$ cat src/design/spyhunt_settings.svh
// build constants of the cabinet glue
//   download address map, reset hold time, control ramp, audio width

`ifndef SPYHUNT_SETTINGS_SVH
`define SPYHUNT_SETTINGS_SVH

// ======================================================================
// download address map, byte addresses
// ======================================================================
`define SPY_SOUND_BASE   25'h000E000
`define SPY_CSD_BASE     25'h0010000
`define SPY_SPRITE_BASE  25'h0018000
`define SPY_IGNORE_BASE  25'h0038000

// gap before the second reset pulse, 65535 on the board
`define SPY_RESET_HOLD   16'd16

// analog control emulation
`define SPY_RAMP_STEP    8'd4
`define SPY_STEER_CENTER 8'h80

`define SPY_AUDIO_WIDTH  16

`endif

$ cat src/design/spyhunt_pkg.sv
// shared types of the cabinet glue
//   rom_region_e  region of one downloaded ROM byte
//   mem_write_t   one write towards an external memory port

`default_nettype none

package spyhunt_pkg;

	// ======================================================================
	// download regions
	// ======================================================================
	// background and character regions are folded into ignored
	typedef enum logic [2:0] {
		main_cpu,
		sound_cpu,
		csd,
		sprite,
		ignored
	} rom_region_e;

	// ======================================================================
	// memory write
	// ======================================================================
	// the byte sits on both lanes, ds picks the one that is written
	typedef struct packed {
		logic [22:0] addr;
		logic [1:0]  ds;
		logic [15:0] data;
	} mem_write_t;

endpackage

`default_nettype wire

$ cat src/design/dl_if.sv
// ROM download stream
//   source modport for the driver, sink modport for the consumers

`default_nettype none

interface dl_if;

	logic        downloading;
	logic        wr;
	logic [24:0] addr;
	logic [7:0]  data;

	modport source (
		output downloading,
		output wr,
		output addr,
		output data
	);

	modport sink (
		input downloading,
		input wr,
		input addr,
		input data
	);

endinterface

`default_nettype wire

$ cat src/design/audio_dac.sv
// audio pin driver
//   mixes the deluxe sound board into one channel
//   first order sigma-delta modulator, one bit output

`default_nettype none

module audio_dac #(
	parameter int width = 16
) (
	input  logic             clk_sys,
	input  logic             rst_n,
	input  logic [width-1:0] main_audio,
	input  logic [9:0]       csd_audio,
	output logic             dac_out
);

	logic [width-1:0] mix;
	logic [width-1:0] acc;
	logic [width:0]   sum;

	// csd board sits 5 bits up, sum wraps at the channel width
	assign mix = main_audio + width'({csd_audio, 5'd0});

	assign sum = {1'b0, acc} + {1'b0, mix};

	// carry out is the pulse density, remainder stays in the accumulator
	always_ff @(posedge clk_sys) begin
		if (!rst_n) begin
			acc     <= '0;
			dac_out <= 1'b0;
		end else begin
			acc     <= sum[width-1:0];
			dac_out <= sum[width];
		end
	end

endmodule

`default_nettype wire

$ cat src/design/drive_controls.sv
// driving controls emulation
//   steering wheel and gas pedal ramped from digital buttons,
//   gear lever toggled by the shift button

`default_nettype none

`include "spyhunt_settings.svh"

module drive_controls (
	input  logic       clk_sys,
	input  logic       rst_n,
	input  logic       vsync,
	input  logic       gas_up,
	input  logic       gas_down,
	input  logic       steer_right,
	input  logic       steer_left,
	input  logic       shift,
	input  logic       coin,
	output logic [7:0] steering,
	output logic [7:0] gas,
	output logic       gear
);

	logic vsync_q;
	logic vsync_qq;
	logic vsync_rise;
	logic shift_q;
	logic shift_qq;
	logic shift_rise;
	logic gas_up_q;
	logic gas_down_q;
	logic right_q;
	logic left_q;
	logic coin_q;

	function automatic logic [7:0] step_up(input logic [7:0] v);
		logic [8:0] sum;
		sum = {1'b0, v} + {1'b0, `SPY_RAMP_STEP};
		return sum[8] ? 8'hff : sum[7:0];
	endfunction

	function automatic logic [7:0] step_down(input logic [7:0] v);
		return (v < `SPY_RAMP_STEP) ? 8'h00 : v - `SPY_RAMP_STEP;
	endfunction

	// wheel springs back, stops exactly on center
	function automatic logic [7:0] to_center(input logic [7:0] v);
		if (v > `SPY_STEER_CENTER)
			return (v - `SPY_STEER_CENTER > `SPY_RAMP_STEP) ? v - `SPY_RAMP_STEP :
				`SPY_STEER_CENTER;
		else if (v < `SPY_STEER_CENTER)
			return (`SPY_STEER_CENTER - v > `SPY_RAMP_STEP) ? v + `SPY_RAMP_STEP :
				`SPY_STEER_CENTER;
		else
			return v;
	endfunction

	// ======================================================================
	// input capture and edge detect
	// ======================================================================
	always_ff @(posedge clk_sys) begin
		if (!rst_n) begin
			vsync_q    <= 1'b0;
			vsync_qq   <= 1'b0;
			vsync_rise <= 1'b0;
			shift_q    <= 1'b0;
			shift_qq   <= 1'b0;
			shift_rise <= 1'b0;
			gas_up_q   <= 1'b0;
			gas_down_q <= 1'b0;
			right_q    <= 1'b0;
			left_q     <= 1'b0;
			coin_q     <= 1'b0;
		end else begin
			vsync_q    <= vsync;
			vsync_qq   <= vsync_q;
			vsync_rise <= vsync_q & ~vsync_qq;
			shift_q    <= shift;
			shift_qq   <= shift_q;
			shift_rise <= shift_q & ~shift_qq;
			gas_up_q   <= gas_up;
			gas_down_q <= gas_down;
			right_q    <= steer_right;
			left_q     <= steer_left;
			coin_q     <= coin;
		end
	end

	// ======================================================================
	// once per frame ramp
	// ======================================================================
	always_ff @(posedge clk_sys) begin
		if (!rst_n) begin
			steering <= `SPY_STEER_CENTER;
			gas      <= 8'h00;
			gear     <= 1'b0;
		end else begin
			if (vsync_rise) begin
				// plus direction wins when both are held
				if (right_q)
					steering <= step_up(steering);
				else if (left_q)
					steering <= step_down(steering);
				else
					steering <= to_center(steering);

				if (gas_up_q)
					gas <= step_up(gas);
				else if (gas_down_q)
					gas <= step_down(gas);
			end
			// a new coin puts the car back in low gear
			if (coin_q)
				gear <= 1'b0;
			else if (shift_rise)
				gear <= ~gear;
		end
	end

endmodule

`default_nettype wire

$ cat src/design/reset_seq.sv
// game reset sequencer
//   loaded flag, reset hold and the delayed second reset pulse

`default_nettype none

`include "spyhunt_settings.svh"

module reset_seq (
	input  logic clk_sys,
	input  logic rst_n,
	dl_if.sink   dl,
	input  logic reset_req,
	output logic game_reset,
	output logic rom_loaded
);

	logic        dl_q;
	logic        hold;
	logic [15:0] hold_cnt;

	assign hold = reset_req | ~rom_loaded;

	always_ff @(posedge clk_sys) begin
		if (!rst_n) begin
			dl_q       <= 1'b0;
			rom_loaded <= 1'b0;
			hold_cnt   <= `SPY_RESET_HOLD;
			game_reset <= 1'b1;
		end else begin
			dl_q <= dl.downloading;
			// end of a download, later downloads keep the flag
			if (dl_q && !dl.downloading)
				rom_loaded <= 1'b1;
			// count starts once the first reset has dropped
			if (hold)
				hold_cnt <= `SPY_RESET_HOLD;
			else if (hold_cnt != 16'd0 && !game_reset)
				hold_cnt <= hold_cnt - 16'd1;
			// the cpus need a second short reset after startup
			game_reset <= hold || (hold_cnt == 16'd1);
		end
	end

endmodule

`default_nettype wire

$ cat src/design/rom_loader.sv
// ROM download sorter
//   region decode of each byte, per port address scramble,
//   toggle request handshake on two memory ports, overrun flag

`default_nettype none

`include "spyhunt_settings.svh"

module rom_loader (
	input  logic                    clk_sys,
	input  logic                    rst_n,
	dl_if.sink                      dl,
	output logic                    mem1_req,
	input  logic                    mem1_ack,
	output spyhunt_pkg::mem_write_t mem1_wr,
	output logic                    mem2_req,
	input  logic                    mem2_ack,
	output spyhunt_pkg::mem_write_t mem2_wr,
	output logic                    load_err
);

	logic                    wr_q;
	logic                    wr_qq;
	logic                    dl_q;
	logic [24:0]             addr_q;
	logic [7:0]              data_q;
	logic                    strobe;
	spyhunt_pkg::rom_region_e region;
	logic [24:0]             port1_src;
	logic [24:0]             spr_off;
	spyhunt_pkg::mem_write_t port1_next;
	spyhunt_pkg::mem_write_t port2_next;
	logic                    take1;
	logic                    take2;
	logic                    busy1;
	logic                    busy2;

	// ======================================================================
	// capture stage
	// ======================================================================
	always_ff @(posedge clk_sys) begin
		if (!rst_n) begin
			wr_q  <= 1'b0;
			wr_qq <= 1'b0;
			dl_q  <= 1'b0;
		end else begin
			wr_q  <= dl.wr;
			wr_qq <= wr_q;
			dl_q  <= dl.downloading;
		end
	end

	always_ff @(posedge clk_sys) begin
		addr_q <= dl.addr;
		data_q <= dl.data;
	end

	assign strobe = wr_q & ~wr_qq & dl_q;

	always_comb begin
		if (addr_q < `SPY_SOUND_BASE)
			region = spyhunt_pkg::main_cpu;
		else if (addr_q < `SPY_CSD_BASE)
			region = spyhunt_pkg::sound_cpu;
		else if (addr_q < `SPY_SPRITE_BASE)
			region = spyhunt_pkg::csd;
		else if (addr_q < `SPY_IGNORE_BASE)
			region = spyhunt_pkg::sprite;
		else
			region = spyhunt_pkg::ignored;
	end

	// ======================================================================
	// address scramble
	// ======================================================================
	// csd ROM is 16 bit wide, bit 14 picks the byte within the word
	assign port1_src = (region == spyhunt_pkg::csd) ?
		{addr_q[24:15], addr_q[13:0], addr_q[14]} : addr_q;

	assign port1_next.addr = port1_src[23:1];
	assign port1_next.ds   = {port1_src[0], ~port1_src[0]};
	assign port1_next.data = {data_q, data_q};

	// sprite ROMs merge into 32 bit words over two memory words
	assign spr_off = addr_q - `SPY_SPRITE_BASE;

	assign port2_next.addr = {spr_off[23:17], spr_off[14:0], spr_off[16]};
	assign port2_next.ds   = {spr_off[15], ~spr_off[15]};
	assign port2_next.data = {data_q, data_q};

	// ======================================================================
	// request handshake
	// ======================================================================
	assign take1 = strobe && (region inside {spyhunt_pkg::main_cpu,
		spyhunt_pkg::sound_cpu, spyhunt_pkg::csd});
	assign take2 = strobe && (region == spyhunt_pkg::sprite);
	assign busy1 = mem1_req != mem1_ack;
	assign busy2 = mem2_req != mem2_ack;

	always_ff @(posedge clk_sys) begin
		if (!rst_n) begin
			mem1_req <= 1'b0;
			mem2_req <= 1'b0;
			load_err <= 1'b0;
		end else begin
			if (take1 && !busy1)
				mem1_req <= ~mem1_req;
			if (take2 && !busy2)
				mem2_req <= ~mem2_req;
			// byte lost, memory still busy with the previous one
			if ((take1 && busy1) || (take2 && busy2))
				load_err <= 1'b1;
		end
	end

	always_ff @(posedge clk_sys) begin
		if (take1 && !busy1)
			mem1_wr <= port1_next;
		if (take2 && !busy2)
			mem2_wr <= port2_next;
	end

endmodule

`default_nettype wire

$ cat src/design/spyhunt_glue.sv
// board glue top level
//   ROM download sorting, game reset sequencing,
//   driving controls and the two audio converters

`default_nettype none

`include "spyhunt_settings.svh"

module spyhunt_glue (
	input  logic                        clk_sys,
	input  logic                        rst_n,
	input  logic                        dl_downloading,
	input  logic                        dl_wr,
	input  logic [24:0]                 dl_addr,
	input  logic [7:0]                  dl_data,
	output logic                        mem1_req,
	input  logic                        mem1_ack,
	output logic [22:0]                 mem1_addr,
	output logic [1:0]                  mem1_ds,
	output logic [15:0]                 mem1_data,
	output logic                        mem2_req,
	input  logic                        mem2_ack,
	output logic [22:0]                 mem2_addr,
	output logic [1:0]                  mem2_ds,
	output logic [15:0]                 mem2_data,
	output logic                        load_err,
	input  logic                        reset_req,
	output logic                        game_reset,
	output logic                        rom_loaded,
	input  logic                        vsync,
	input  logic                        gas_up,
	input  logic                        gas_down,
	input  logic                        steer_right,
	input  logic                        steer_left,
	input  logic                        shift,
	input  logic                        coin,
	output logic [7:0]                  steering,
	output logic [7:0]                  gas,
	output logic                        gear,
	input  logic [`SPY_AUDIO_WIDTH-1:0] audio_l_in,
	input  logic [`SPY_AUDIO_WIDTH-1:0] audio_r_in,
	input  logic [9:0]                  csd_audio,
	output logic                        audio_l,
	output logic                        audio_r
);

	spyhunt_pkg::mem_write_t mem1_wr;
	spyhunt_pkg::mem_write_t mem2_wr;

	dl_if dl ();

	assign dl.downloading = dl_downloading;
	assign dl.wr          = dl_wr;
	assign dl.addr        = dl_addr;
	assign dl.data        = dl_data;

	rom_loader u_rom_loader (
		.clk_sys  (clk_sys),
		.rst_n    (rst_n),
		.dl       (dl.sink),
		.mem1_req (mem1_req),
		.mem1_ack (mem1_ack),
		.mem1_wr  (mem1_wr),
		.mem2_req (mem2_req),
		.mem2_ack (mem2_ack),
		.mem2_wr  (mem2_wr),
		.load_err (load_err)
	);

	assign mem1_addr = mem1_wr.addr;
	assign mem1_ds   = mem1_wr.ds;
	assign mem1_data = mem1_wr.data;
	assign mem2_addr = mem2_wr.addr;
	assign mem2_ds   = mem2_wr.ds;
	assign mem2_data = mem2_wr.data;

	reset_seq u_reset_seq (
		.clk_sys    (clk_sys),
		.rst_n      (rst_n),
		.dl         (dl.sink),
		.reset_req  (reset_req),
		.game_reset (game_reset),
		.rom_loaded (rom_loaded)
	);

	drive_controls u_drive_controls (
		.clk_sys     (clk_sys),
		.rst_n       (rst_n),
		.vsync       (vsync),
		.gas_up      (gas_up),
		.gas_down    (gas_down),
		.steer_right (steer_right),
		.steer_left  (steer_left),
		.shift       (shift),
		.coin        (coin),
		.steering    (steering),
		.gas         (gas),
		.gear        (gear)
	);

	// both channels carry the same csd board signal
	audio_dac #(.width(`SPY_AUDIO_WIDTH)) u_dac_l (
		.clk_sys    (clk_sys),
		.rst_n      (rst_n),
		.main_audio (audio_l_in),
		.csd_audio  (csd_audio),
		.dac_out    (audio_l)
	);

	audio_dac #(.width(`SPY_AUDIO_WIDTH)) u_dac_r (
		.clk_sys    (clk_sys),
		.rst_n      (rst_n),
		.main_audio (audio_r_in),
		.csd_audio  (csd_audio),
		.dac_out    (audio_r)
	);

endmodule

`default_nettype wire

$ cat config.mk
export PLATFORM = sky130hd
export DESIGN_NAME = spyhunt_glue
export DESIGN_NICKNAME = d
export VERILOG_FILES = /design/src/design/spyhunt_pkg.sv /design/src/design/dl_if.sv /design/src/design/audio_dac.sv /design/src/design/drive_controls.sv /design/src/design/reset_seq.sv /design/src/design/rom_loader.sv /design/src/design/spyhunt_glue.sv
export VERILOG_INCLUDE_DIRS = /design/src /design/src/design
export SDC_FILE = /design/constraint.sdc
export NUM_CORES = 1
export LEC_CHECK = 0
export ABC_CLOCK_PERIOD_IN_PS = 4300
export BUFFER_PORTS_ARGS = -buffer_cell sky130_fd_sc_hd__buf_2
export CAP_MARGIN = 40
export CORE_ASPECT_RATIO = 1.5
export CORE_MARGIN = 3
export CORE_UTILIZATION = 50
export CTS_BUF_LIST = sky130_fd_sc_hd__clkbuf_8
export DETAILED_ROUTE_END_ITERATION = 8
export HOLD_SLACK_MARGIN = 0.02
export PLACE_DENSITY = 0.74
export REMOVE_ABC_BUFFERS = 1
export SLEW_MARGIN = 20
export SYNTH_ARGS = -nofsm -noshare
export SYNTH_HDL_FRONTEND = slang
export SYNTH_SLANG_ARGS = --single-unit
$ cat constraint.sdc
create_clock -name clk_sys -period 4.3 [get_ports clk_sys]
set_clock_uncertainty 0.15 [all_clocks]
set_input_delay 0.86 -clock clk_sys [delete_from_list [all_inputs] [get_ports clk_sys]]
set_output_delay 0.86 -clock clk_sys [all_outputs]
set_load 0.02 [all_outputs]
-- Word level (Yosys, flattened, before mapping)
Cells that the tools add are included.
- flip-flop bits (word level): 201
- output and inout port bits: 106
- input port bits: 89
- logic and storage cells: 119
- magnitude comparators: 10
- multiplexer cells: 17
- bitwise logic cells: 15
- reductions and logical operators: 23
- eq/ne operators: 6
- add/sub/neg operators: 13
- operators with widths (operator ; number):
    $mux 8 ; 12
    $lt 25x17->1 const B ; 2
    $add 16x16->17 ; 2
    $add 16x15->16 ; 2
    $lt 25x16->1 const B ; 1
    $lt 25x18->1 const B ; 1
    $sub 24x17->24 const B ; 1
    $add 8x3->9 const B ; 2
    $eq 16x1->1 const B ; 1
    $gt 8x3->1 const B ; 2
    $lt 8x3->1 const B ; 2
    $reduce_bool 16->1 ; 1
    $sub 16x1->16 const B ; 1
    $sub 8x3->8 const B ; 2
    $mux 15 ; 1
    $mux 3 ; 4
    $not 1->1 ; 10
    $add 8x3->8 const B ; 1
    $gt 8x8->1 const B ; 1
    $logic_and 1x1->1 ; 8
    $lt 8x8->1 const B ; 1
    $sub 8x8->8 const A ; 1
    $sub 8x8->8 const B ; 1
    $eq 3x2->1 const B ; 2
    other kinds (12) ; 22

-- Longest topological paths before layout
Gate-level depths: netlist of the first run.
- depth after elaboration: 10
- gate-level depth with buffers: 16
- gate-level depth less buffers: 16

-- Hierarchy
Synthesis of the first run repeated with hierarchy kept, for this count alone.
- cell total of the unflattened synthesis: 870
- area, all modules: 9282.7 µm²
- by module, submodules not included (module ; instances ; cells an instance ; sequential area each (µm²) ; area an instance (µm²)):
    rom_loader ; 1 ; 187 ; 2762.6 ; 3435.8
    drive_controls ; 1 ; 208 ; 520.5 ; 1715.4
    audio_dac at u_dac_r ; 1 ; 183 ; 340.3 ; 1577.8
    audio_dac at u_dac_l ; 1 ; 178 ; 340.3 ; 1547.7
    reset_seq ; 1 ; 114 ; 380.4 ; 1006.0

-- Worst setup path before layout of the first run
OpenSTA, ideal clock, no wires.
- kind: input -> register
- start: input port audio_l_in[5]
- end: register u_dac_l.acc[15]
- required time: 4035 ps
- library setup time: 115 ps
- buffers on the path: 0
- stages on the path: 16
- arrival time: 3653 ps
- slack: 382 ps
- cell sequence: ha_1 -> fa_1 -> a21o_1 -> a21oi_1 -> o21ai_0 -> nor4_1 -> nor3_1 -> xnor2_1 -> ha_1 -> and3_1 -> nor2b_1 -> a31oi_1 -> o211ai_1 -> a21oi_1 -> xnor2_1 -> and2_1
- word-level cells in the longest chain between the ends: 2
- ends and longest elaborated chain (what ; line ; source):
    start: declaration ; spyhunt_glue.sv:40 ; input logic [`SPY_AUDIO_WIDTH-1:0] audio_l_in,
    $add 16x15->16 ; audio_dac.sv:22 ; assign mix = main_audio + width'({csd_audio, 5'd0});
    $add 16x16->17 ; audio_dac.sv:24 ; assign sum = {1'b0, acc} + {1'b0, mix};
    end signal: assignment ; audio_dac.sv:32 ; acc <= sum[width-1:0];
    end: declaration ; audio_dac.sv:18 ; logic [width-1:0] acc;
No other way between the ends.
A chain may end at the register's enable or synchronous reset.

-- Final worst setup path of the first run
Ends and elaborated chain as after synthesis.

==> results of run 1 <==
==> state kept, by name (all words and copies together) (netlist names), 7 cells and up <==
register,flops
u_rom_loader.data_q,8
u_rom_loader.mem2_wr,33
u_dac_r.acc,16
u_rom_loader.mem1_wr,33
u_drive_controls.gas,7
u_dac_l.acc,16
u_rom_loader.addr_q,25
u_reset_seq.hold_cnt,16
u_drive_controls.steering,7
==> how the worst min path moves through the flow <==
stage | end | slack [ns] | depth (start not counted)
after global placement | u_drive_controls.vsync_rise$_SDFF_PN0_ | 0.22 | 1
final | u_drive_controls.vsync_rise$_SDFF_PN0_ | 0.24 | 1
after floorplan | u_drive_controls.shift_rise$_SDFF_PN0_ | 0.22 | 1
after global routing | u_drive_controls.gear$_SDFFE_PP0P_ | 0.26 | 1
after CTS | u_drive_controls.vsync_rise$_SDFF_PN0_ | 0.24 | 1
after detailed placement | u_drive_controls.vsync_rise$_SDFF_PN0_ | 0.23 | 1
==> Yosys cell counts, drive strengths merged (13+ instances only) <==
master / count
xor2: 23
nor3: 33
mux2: 14
nand2: 46
inv: 32
a21oi: 58
dfxtp: 117
nor2: 53
ha: 65
xnor2: 37
clkbuf: 24
buf: 19
or3: 13
edfxtp: 66
nor2b: 18
and2: 32
o21ai: 48
==> critical path, cell delays in order <==
cell      delay [ns]
buf_2           0.10
ha_1            0.21
fa_1            0.39
a21o_1          0.18
a21oi_1         0.21
o21ai_0         0.19
nor4_1          0.31
nor3_1          0.13
xnor2_1         0.22
ha_1            0.28
and3_1          0.17
nor2b_1         0.13
a31oi_1         0.14
o211ai_1        0.11
a21oi_1         0.19
xnor2_1         0.07
and2_1          0.14
==> metal layers <==
metal	vias to the layer above	wire length, um	global-route usage (%)
met5	-	0	0
met4	0	261	5.92
met3	23	944	3.71
met2	225	10000	35.7
met1	3160	7690	21.5
li1	3417	-	-
==> report_power, final <==
| part | switching [W] | total, W | internal, W |
|---|---|---|---|
| logic | 0.000625 | 0.00122 | 0.000592 |
| clock network | 0.000707 | 0.00116 | 0.000448 |
| registers | 0.0000727 | 0.00200 | 0.00193 |
==> cells by family after synthesis <==
logic type,after synthesis,synth area share [%]
AND/OR/NAND/NOR,266,16.5
AO/OA/AOI/OAI,183,12.8
flip-flops,183,48.6
buffers and inverters,75,3.97
adder cells (fa/ha/maj),69,10.0
XOR/XNOR,60,5.91
multiplexers,18,2.22
==> cell type report <==
| class | count | area (um2) |
|---|---|---|
| repair buffers | 204 | 1060 |
| clock inverters | 15 | 170 |
| clock buffers | 17 | 234 |
| multi-input cells | 596 | 4220 |
| well taps | 213 | 267 |
| fillers | 1471 | 7020 |
| inverters | 32 | 120 |
| flip-flops and latches | 183 | 4320 |
==> through the flow <==
stage	util, %	hold slack [ns]	cells	cell area (um2)
finish	59.7	0.239	1260	10400
global route	59.7	0.257	1260	10400
CTS	59.6	0.242	1259	10400
detailed placement	57.3	0.226	1227	9990
global placement	57.3	0.221	1227	9990
floorplan	-	0.217	811	8660
==> key figures, run 1 <==
Status
  – Status: finished clean

Clocking
  – CTS Buffer Depth: 2
  – Resize count post-CTS: 0
  – Post-CTS Setup Repair Bufs: 0
  – Clock Pin Slew Worst Setup and Hold Paths: around 0.11 ns
  – Root buf cell: clkbuf_8
  – H-tree depth: 4
  – Clk sink count: 183
  – CTS tree: yes
  – CTS Hold Buffers Added: 0
  – Skew-Pair Late Insertion Delay: ~0.45 ns
  – TritonCTS buffer count: 17

Yosys
  – Register area share after synthesis: 48.6%
  – Cells after Synth: approximately 850
  – Synth area leaders: dfxtp_1 (26%), edfxtp_1 (22%), ha_1 (9.1%)
  – FFs w/ async S/R, synth: 0%
  – Post-Syn Area: 0.00890 mm2
  – Top FF cell, synth: dfxtp_1
  – Post-synth top area cell: dfxtp_1
  – Synth Area per Inst: around 10 um2
  – Ys Warns: 0
  – Netlist cell types: 64
  – Share of the synthesized area in the top cell type: a little over a quarter
  – Post-synth EDFFs: between 60 and 70
  – Synthesized flop and latch total: approximately 180

STA
  – Final Hold Viols: 0
  – Slew Limit Fails: 0
  – Final setup violation count: 0
  – Fmax achieved: 0.261 GHz
  – Worst slew margin: ~56%
  – RSZ-0062 raised after global routing: false
  – Setup TNS Final: 0 ns
  – Measured slew at the worst slew-check pin: around 0.65 ns
  – Final min period: 3.83 ns
  – Period utilization: around nine tenths
  – Fin worst setup slack: approximately 0.47 ns

Setup path
  – Worst setup SP type: input pin
  – CP Launch Point: audio_l_in[5]
  – RR Endpoint: u_rom_loader.mem1_wr[21]$_DFFE_PP_
  – Worst-case reg-to-reg path depth: 6
  – CP Max Fanout: 3
  – Data required, critical path: 4.51 ns
  – Worst R2R Setup Slack: 1.55 ns
  – Setup crit end kind: flop
  – WP data arrival: approximately 4.0 ns
  – Crit Reg-Reg Startpoint: u_rom_loader.addr_q[20]$_DFF_P_
  – Crit Path Class: in2reg
  – CP endpoint: u_dac_l.acc[15]$_SDFF_PN0_

Global route
  – Largest net degree at the start of global routing: slightly above 70
  – Grt ovf: 0
  – Vias in the first global route: 6445
  – Total GRT Usage: between 10% and 20%
  – First-pass GRT wire length: ~30000 um
  – Initial antenna violation count: 0

Die
  – Initial Util: around half
  – Core Rows: between 50 and 60
  – Die height: 169 um
  – Total core area: 0.0174 mm2
  – Top Ports: between 150 and 200
  – Chip Width: between 100 and 150 um
  – Die area: 0.0195 mm2

Power and ir drop
  – Leakage Power: 4.43 nW
  – VDD IR max: around 230 uV
  – Pwr Total: 0.00437 W
  – Pwr/cell area: 421 mW/mm2

Placement
  – PortBufs: slightly below 200
  – Routability Congestion: between 0.8 and 0.9
  – Pre-CTS WS: about 0.0073 ns
  – Hpwl dp: ~14000 um

Final layout
  – N_diodes: 0
  – Most frequent cells in the layout: buf_2 (194), dfxtp_1 (117), edfxtp_1 (66)
  – Final net count: roughly 1200
  – Share of cells above drive strength 1: roughly a quarter
  – Leading cell type in the layout, fill and taps excluded: buf_2
  – Synth-to-layout area growth: 16.9%

Detailed routing
  – DRT iter0 DRCs: between 400 and 500
  – Vias/cell: approximately 5.4
  – DRC violations left: 0
  – Via Count: around 6800
  – Drt first pass iters: 7
  – Final wirelength: 18900 um
  – Per-cell routed wire length: between 15 and 20 um
  – Antenna Violating Nets Remaining: 0

Flow run
  – Max_cap viols: 0

Min path
  – HP Class: reg2reg
  – Worst hold start: u_drive_controls.vsync_qq$_SDFF_PN0_
Note: power is estimated with default switching activity, not from simulation.
==> inputs of run 2 (changes only) <==
--- a/config.mk
+++ b/config.mk
@@ -14,6 +14,7 @@
 export CORE_UTILIZATION = 50
 export CTS_BUF_LIST = sky130_fd_sc_hd__clkbuf_8
 export DETAILED_ROUTE_END_ITERATION = 8
+export GPL_TIMING_DRIVEN = 0
 export HOLD_SLACK_MARGIN = 0.02
 export PLACE_DENSITY = 0.74
 export REMOVE_ABC_BUFFERS = 1
==> key figures, run 2 (synthesized netlist as in run 1, its figures left out) <==
Clocking
  – CTS tree: yes
  – CTS Buffer Depth: 2 (unchanged)
  – Clk sink count: 183 (unchanged)
  – Clock Pin Slew Worst Setup and Hold Paths: 0.12 ns (about the same)
  – H-tree depth: 4 (unchanged)
  – Root buf cell: clkbuf_8
  – Post-CTS Setup Repair Bufs: 0 (unchanged)
  – Resize count post-CTS: 0 (unchanged)
  – Skew-Pair Late Insertion Delay: 0.46 ns (about the same)
  – CTS Hold Buffers Added: 0 (unchanged)
  – TritonCTS buffer count: 17 (unchanged)

Detailed routing
  – Drt first pass iters: 4 (-3)
  – DRC violations left: 0 (unchanged)
  – DRT iter0 DRCs: 420 (-3.0%)
  – Vias/cell: 5.43 (+0.24%)
  – Per-cell routed wire length: 15.0 um (-0.13%)
  – Final wirelength: 18800 um (-0.61%)
  – Antenna Violating Nets Remaining: 0 (unchanged)
  – Via Count: 6809 (-0.23%)

Die
  – Top Ports: 195 (unchanged)
  – Initial Util: 51.1% (unchanged)
  – Die height: 169 um (unchanged)
  – Chip Width: 115 um (unchanged)
  – Core Rows: 59 (unchanged)
  – Total core area: 0.0174 mm2 (unchanged)
  – Die area: 0.0195 mm2 (unchanged)

Setup path
  – Crit path depth: 17 (unchanged)
  – CP max-delay cell: fa_1
  – Worst setup SP type: input pin
  – Setup crit end kind: flop
  – Family with the most delay on the worst path: compound AO/OA/AOI/OAI gates
  – WP data arrival: 4.10 ns (+0.06 ns)
  – Critical-path cell list: buf_2 > ha_1 > fa_1 > a21o_1 > a21oi_1 > o21ai_0 > nor4_2 > nor3_1 > xnor2_1 > ha_1 > and3_1 > nor2b_1 > a31oi_1 > o211ai_1 > a21oi_1 > xnor2_1 > and2_1
  – Crit Path Class: in2reg
  – Worst-case reg-to-reg path depth: 7 (+1)
  – Data required, critical path: 4.52 ns (about the same)
  – Worst Path Buf+Inv: 1 (unchanged)
  – Slowest Stage Delay on Critical Path: 0.41 ns (+0.02 ns)
  – CP Max Fanout: 4 (+1)

Placement
  – Routability Congestion: 0.929 (+5.1%)
  – Placed Cells: 1222 (-0.41%)
  – Hpwl dp: 14100 um (-1.7%)
  – PortBufs: 194 (unchanged)

STA
  – Final Hold Viols: 0 (unchanged)
  – Final setup violation count: 0 (unchanged)
  – Fmax achieved: 0.258 GHz (-1.3%)
  – Period utilization: 90.1% (+1.1 points)
  – Final min period: 3.88 ns (+0.0494 ns)
  – Worst slew margin: 55.3% (-1.1 points)
  – Slew Limit Fails: 0 (unchanged)
  – RSZ-0062 raised after global routing: false
  – Measured slew at the worst slew-check pin: 0.664 ns (+0.0161 ns)

Power and ir drop
  – Leakage Power: 4.41 nW (-0.35%)
  – Sw Ratio: 32.4% (+0.27 points)
  – Pint: 0.00295 W (-0.60%)
  – Pwr/cell area: 419 mW/mm2 (-0.31%)
  – Clock power share: 26.8% (+0.4 points)
  – Register share of total power: 45.8% (about the same)
  – VDD IR max: 257 uV (+9.8%)
  – Pwr Total: 0.00437 W (-0.21%)
  – Switching power: 0.00141 W (+0.62%)
  – Comb pwr share: 27.4% (-0.4 points)

Min path
  – HP Class: reg2reg
  – Min-Delay Path Depth: 1 (unchanged)

Final layout
  – Synth-to-layout area growth: 17.0%
  – Finished Layout Cells: 1254 (-0.48%)
  – Largest registers: u_rom_loader.mem1_wr (33), u_rom_loader.mem2_wr (33), u_rom_loader.addr_q (25)
  – Final core occ: 59.8% (+0.065 points)
  – Most frequent cells in the layout: buf_2 (194), dfxtp_1 (117), edfxtp_1 (66)
  – N_diodes: 0 (unchanged)
  – Leading cell type in the layout, fill and taps excluded: buf_2
  – Share of cells above drive strength 1: 25.5% (-0.43 points)
  – Final net count: 1186 (-0.50%)

Global route
  – Vias in the first global route: 6424 (-0.33%)
  – Total GRT Usage: 19.0% (-0.11 points)
  – First-pass GRT wire length: 29900 um (-0.48%)
  – Largest net degree at the start of global routing: 37 (-48%)
  – Grt ovf: 0 (unchanged)
  – Initial antenna violation count: 0 (unchanged)

Status
  – Status: finished clean

Flow run
  – Max_cap viols: 0 (unchanged)
## run 2: changes by cell type in the layout (fill, tap and decap cells not counted), sizes merged
cell / delta
buf: -6
clkinv: +1
inv: -1
## run 2: metal layers
layer  vias up  global-route usage (%)  wire, um
met2       214                    35.6      9950
met1      3161                    21.4      7700
li1       3406                       -         -
met5         -                       0         0
met3        28                    3.14       863
met4         0                    6.33       319
## run 2: per-stage QoR
stage / setup TNS [ns] / hold slack [ns] / instance area (um2) / setup slack (ns)
after floorplan: 0 / 0.217 / 8660 / 0.382
after global placement: -0.148 / 0.221 / 9900 / -0.148
after detailed placement: -0.184 / 0.223 / 10000 / -0.184
after CTS: 0 / 0.239 / 10400 / 0.342
after global routing: 0 / 0.250 / 10400 / 0.0347
final: 0 / 0.238 / 10400 / 0.424
## run 2: worst paths after layout
check / startpoint / to / slack, ns
max: audio_l_in[5] / u_dac_l.acc[15]$_SDFF_PN0_ / 0.42
min: u_drive_controls.shift_qq$_SDFF_PN0_ / u_drive_controls.shift_rise$_SDFF_PN0_ / 0.24
max reg2reg: u_rom_loader.addr_q[20]$_DFF_P_ / u_rom_loader.mem1_wr[17]$_DFFE_PP_ / 1.25
min reg2reg: u_drive_controls.shift_qq$_SDFF_PN0_ / u_drive_controls.shift_rise$_SDFF_PN0_ / 0.24
## run 2: power by group through the flow
stage,clock network [W],logic [W],registers [W]
3_3_place_gp,0,0.00116,0.00204
6_report,0.00117,0.00120,0.00200
3_5_place_dp,0,0.00119,0.00204
4_1_cts,0.00121,0.00120,0.00200
5_1_grt,0.00127,0.00137,0.00201
2_1_floorplan,0,0.000935,0.00203
## run 2: final cells by class
| class | count | area (um2) |
|---|---|---|
| well taps | 213 | 267 |
| inverters | 32 | 120 |
| multi-input cells | 596 | 4240 |
| repair buffers | 198 | 1050 |
| flip-flops and latches | 183 | 4320 |
| clock buffers | 17 | 234 |
| fillers | 1510 | 7010 |
| clock inverters | 15 | 174 |
==> inputs of run 3 (changes only) <==
--- a/config.mk
+++ b/config.mk
@@ -21,4 +21,5 @@
 export SLEW_MARGIN = 20
 export SYNTH_ARGS = -nofsm -noshare
 export SYNTH_HDL_FRONTEND = slang
+export SYNTH_HIERARCHICAL = 1
 export SYNTH_SLANG_ARGS = --single-unit
==> key figures, run 3 <==
Yosys
  – FFs w/ async S/R, synth: 0% (unchanged)
  – Most common cell in the synthesized netlist: dfxtp_1
  – Synth Area in Compound Gates: 15.9% (+3.1 points)
  – Post-synthesis mux area share: 3.37% (+1.1 points)
  – Top FF cell, synth: dfxtp_1
  – Netlist cell types: 87 (+36%)
  – Most frequent cells after synthesis: dfxtp_1 (118), a21oi_1 (66), edfxtp_1 (66), ha_1 (66), nor2_1 (47)
  – Post-synth top area cell: dfxtp_1
  – Register area share after synthesis: 46.8% (-1.8 points)
  – Synth area leaders: dfxtp_1 (25%), edfxtp_1 (21%), ha_1 (8.9%)
  – Ys Warns: 6 (+6)
  – Share of the synthesized area in the top cell type: 25.4% (-0.88 points)
  – Post-synth EDFFs: 66 (unchanged)
  – XOR/XNOR share of the synthesized area: 4.62% (-1.3 points)
  – Simple-gate portion of the synthesized area: 15.8% (-0.69 points)
  – Cells after Synth: 870 (+1.9%)
  – Synth Area per Inst: 10.7 um2 (+2.4%)
  – Synthesized flop and latch total: 184 (+0.55%)
  – Largest family of logic cells by synthesized area: compound AO/OA/AOI/OAI gates
  – Post-Syn Area: 0.00928 mm2 (+4.3%)
  – Synth Area in Adders: 9.76% (-0.28 points)

Setup path
  – Critical-path cell list: buf_2 > ha_1 > fa_1 > a21oi_2 > o21ai_2 > or3b_1 > nand2_1 > xnor2_1 > ha_1 > nand2_1 > a21oi_1 > a221oi_1 > o41ai_2 > xor2_1 > and2_1
  – Slowest Stage Delay on Critical Path: 0.43 ns (+0.02 ns)
  – Worst setup SP type: input pin
  – WP data arrival: 3.82 ns (-0.28 ns)
  – CP Max Fanout: 4 (unchanged)
  – Data required, critical path: 4.51 ns (about the same)
  – Crit Path Class: in2reg
  – CP max-delay cell: fa_1
  – Setup crit end kind: flop

Power and ir drop
  – VDD IR max: 197 uV (-23%)
  – Sw Ratio: 33.3% (+0.89 points)
  – Switching power: 0.00149 W (+5.4%)
  – Pwr Total: 0.00448 W (+2.6%)
  – Pwr/cell area: 413 mW/mm2 (-1.4%)
  – Clock power share: 25.7% (-1.1 points)
  – Register share of total power: 44.8% (-1.0 points)
  – Leakage Power: 4.58 nW (+3.9%)
  – Comb pwr share: 29.5% (+2.1 points)
  – Pint: 0.00299 W (+1.3%)

Min path
  – HP Class: reg2reg

Clocking
  – CTS Buffer Depth: 2 (unchanged)
  – Post-CTS Setup Repair Bufs: 0 (unchanged)
  – TritonCTS buffer count: 17 (unchanged)
  – CTS Hold Buffers Added: 0 (unchanged)
  – Clk sink count: 184 (+0.55%)
  – Resize count post-CTS: 0 (unchanged)
  – Root buf cell: clkbuf_8
  – Skew-Pair Late Insertion Delay: 0.46 ns (about the same)
  – Clock Pin Slew Worst Setup and Hold Paths: 0.11 ns (about the same)
  – CTS tree: yes
  – H-tree depth: 4 (unchanged)

Global route
  – Vias in the first global route: 6860 (+6.8%)
  – Largest net degree at the start of global routing: 47 (+27%)
  – First-pass GRT wire length: 31600 um (+5.5%)
  – Grt ovf: 0 (unchanged)
  – Initial antenna violation count: 0 (unchanged)
  – Total GRT Usage: 19.2% (+0.25 points)

Die
  – Total core area: 0.0181 mm2 (+3.8%)
  – Core Rows: 60 (+1.7%)
  – Initial Util: 51.3% (+0.24 points)
  – Top Ports: 195 (unchanged)
  – Chip Width: 117 um (+2.0%)
  – Die height: 173 um (+2.1%)
  – Die area: 0.0203 mm2 (+4.2%)

Detailed routing
  – Antenna Violating Nets Remaining: 0 (unchanged)
  – DRC violations left: 0 (unchanged)
  – Drt first pass iters: 7 (+3)
  – DRT iter0 DRCs: 411 (-2.1%)
  – Vias/cell: 5.49 (+1.1%)
  – Per-cell routed wire length: 15.1 um (+0.81%)
  – Via Count: 7194 (+5.7%)
  – Final wirelength: 19800 um (+5.3%)

STA
  – Worst slew margin: 55.5% (+0.24 points)
  – Fmax achieved: 0.277 GHz (+7.3%)
  – Final Hold Viols: 0 (unchanged)
  – Slew Limit Fails: 0 (unchanged)
  – RSZ-0062 raised after global routing: false
  – Final min period: 3.61 ns (-0.264 ns)
  – Measured slew at the worst slew-check pin: 0.665 ns (+0.000519 ns)
  – Final setup violation count: 0 (unchanged)
  – Setup TNS Final: 0 ns (unchanged)
  – Period utilization: 84.0% (-6.1 points)

Final layout
  – Synth-to-layout area growth: 16.8%
  – Final net count: 1208 (+1.9%)
  – Leading cell type in the layout, fill and taps excluded: buf_2
  – Most frequent cells in the layout: buf_2 (194), dfxtp_1 (118), a21oi_1 (66), ha_1 (66), edfxtp_1 (66)
  – Final non-filler cell area: 0.0108 mm2 (+4.1%)
  – Finished Layout Cells: 1310 (+4.5%)
  – N_diodes: 0 (unchanged)
  – Share of cells above drive strength 1: 26.2% (+0.72 points)
  – Largest registers: u_rom_loader/mem1_wr (33), u_rom_loader/mem2_wr (33), u_rom_loader/addr_q (25)

Placement
  – Placed Cells: 1278 (+4.6%)
  – Hpwl dp: 15200 um (+7.3%)
  – Routability Congestion: 0.918 (-1.2%)
  – Placed Area: 0.0104 mm2 (+4.3%)
  – PortBufs: 194 (unchanged)

Status
  – Status: finished clean

Flow run
  – Max_cap viols: 0 (unchanged)
[run 3: cell types whose count changed in the layout (fill, tap and decap cells not counted), moves of 6 or more]
cell,change
mux2_2,-8
nand2b_1,+12
nor3_1,-14
xnor2_1,-6
nand3_1,+10
mux2i_1,+7
mux2_4,+9
nor2_1,-7
o21ai_0,-8
o21bai_1,+6
a21oi_1,+8
nor2b_1,-8
a21o_1,+6
[run 3: logic make-up after synthesis]
family | count (synthesis)
flops | 184
simple gates | 258
mux | 26
xor+xnor | 49
buf+inv | 68
compound gates | 215
fa+ha+maj | 70
[run 3: power by group through the flow]
stage	Combinational [W]	Clock [W]	Sequential, W
6_report	0.00132	0.00115	0.00201
5_1_grt	0.00149	0.00125	0.00202
4_1_cts	0.00132	0.00119	0.00201
3_5_place_dp	0.00131	0	0.00205
3_3_place_gp	0.00128	0	0.00204
2_1_floorplan	0.00102	0	0.00204
[run 3: final timing paths]
| check | start | to | slack (ns) | cells past startpoint |
|---|---|---|---|---|
| max | csd_audio[0] | u_dac_r/acc[15]$_SDFF_PN0_ | 0.69 | 15 |
| max reg2reg | u_rom_loader/addr_q[16]$_DFF_P_ | u_rom_loader/mem2_wr[35]$_DFFE_PP_ | 1.75 | 6 |
| min reg2reg | u_drive_controls/vsync_qq$_SDFF_PN0_ | u_drive_controls/vsync_rise$_SDFF_PN0_ | 0.24 | 1 |
| min | u_drive_controls/vsync_qq$_SDFF_PN0_ | u_drive_controls/vsync_rise$_SDFF_PN0_ | 0.24 | 1 |
[run 3: routing by layer]
metal	share of wire, %	GRT usage (%)	vias to the layer above
li1	-	-	3552
met1	41	21.7	3350
met2	51	35.0	258
met3	6.0	3.33	34
met4	2.4	7.22	0
met5	0	0	-
[run 3: through the flow]
stage               hold slack, ns  setup slack, ns  util, %
floorplan                    0.217            0.650        -
global placement             0.222            0.253     57.1
detailed placement           0.226            0.196     57.6
CTS                          0.242            0.699     59.9
global route                 0.254            0.517     59.9
finish                       0.239            0.688     59.9
[run 3: worst max-delay path: cells and delay by family]
family | cells | cell delay [ns]
fa+ha+maj | 3 | 0.97
xor+xnor | 2 | 0.31
buf+inv | 1 | 0.11
simple gates | 4 | 0.75
compound gates | 5 | 0.83
[run 3: cell type report]
type | instances | area, um2
Clock buffer | 17 | 234
Multi-Input combinational cell | 618 | 4610
Inverter | 31 | 116
Timing Repair Buffer | 197 | 1050
Sequential cell | 184 | 4340
Tap cell | 248 | 310
Clock inverter | 15 | 181
Fill cell | 1511 | 7250
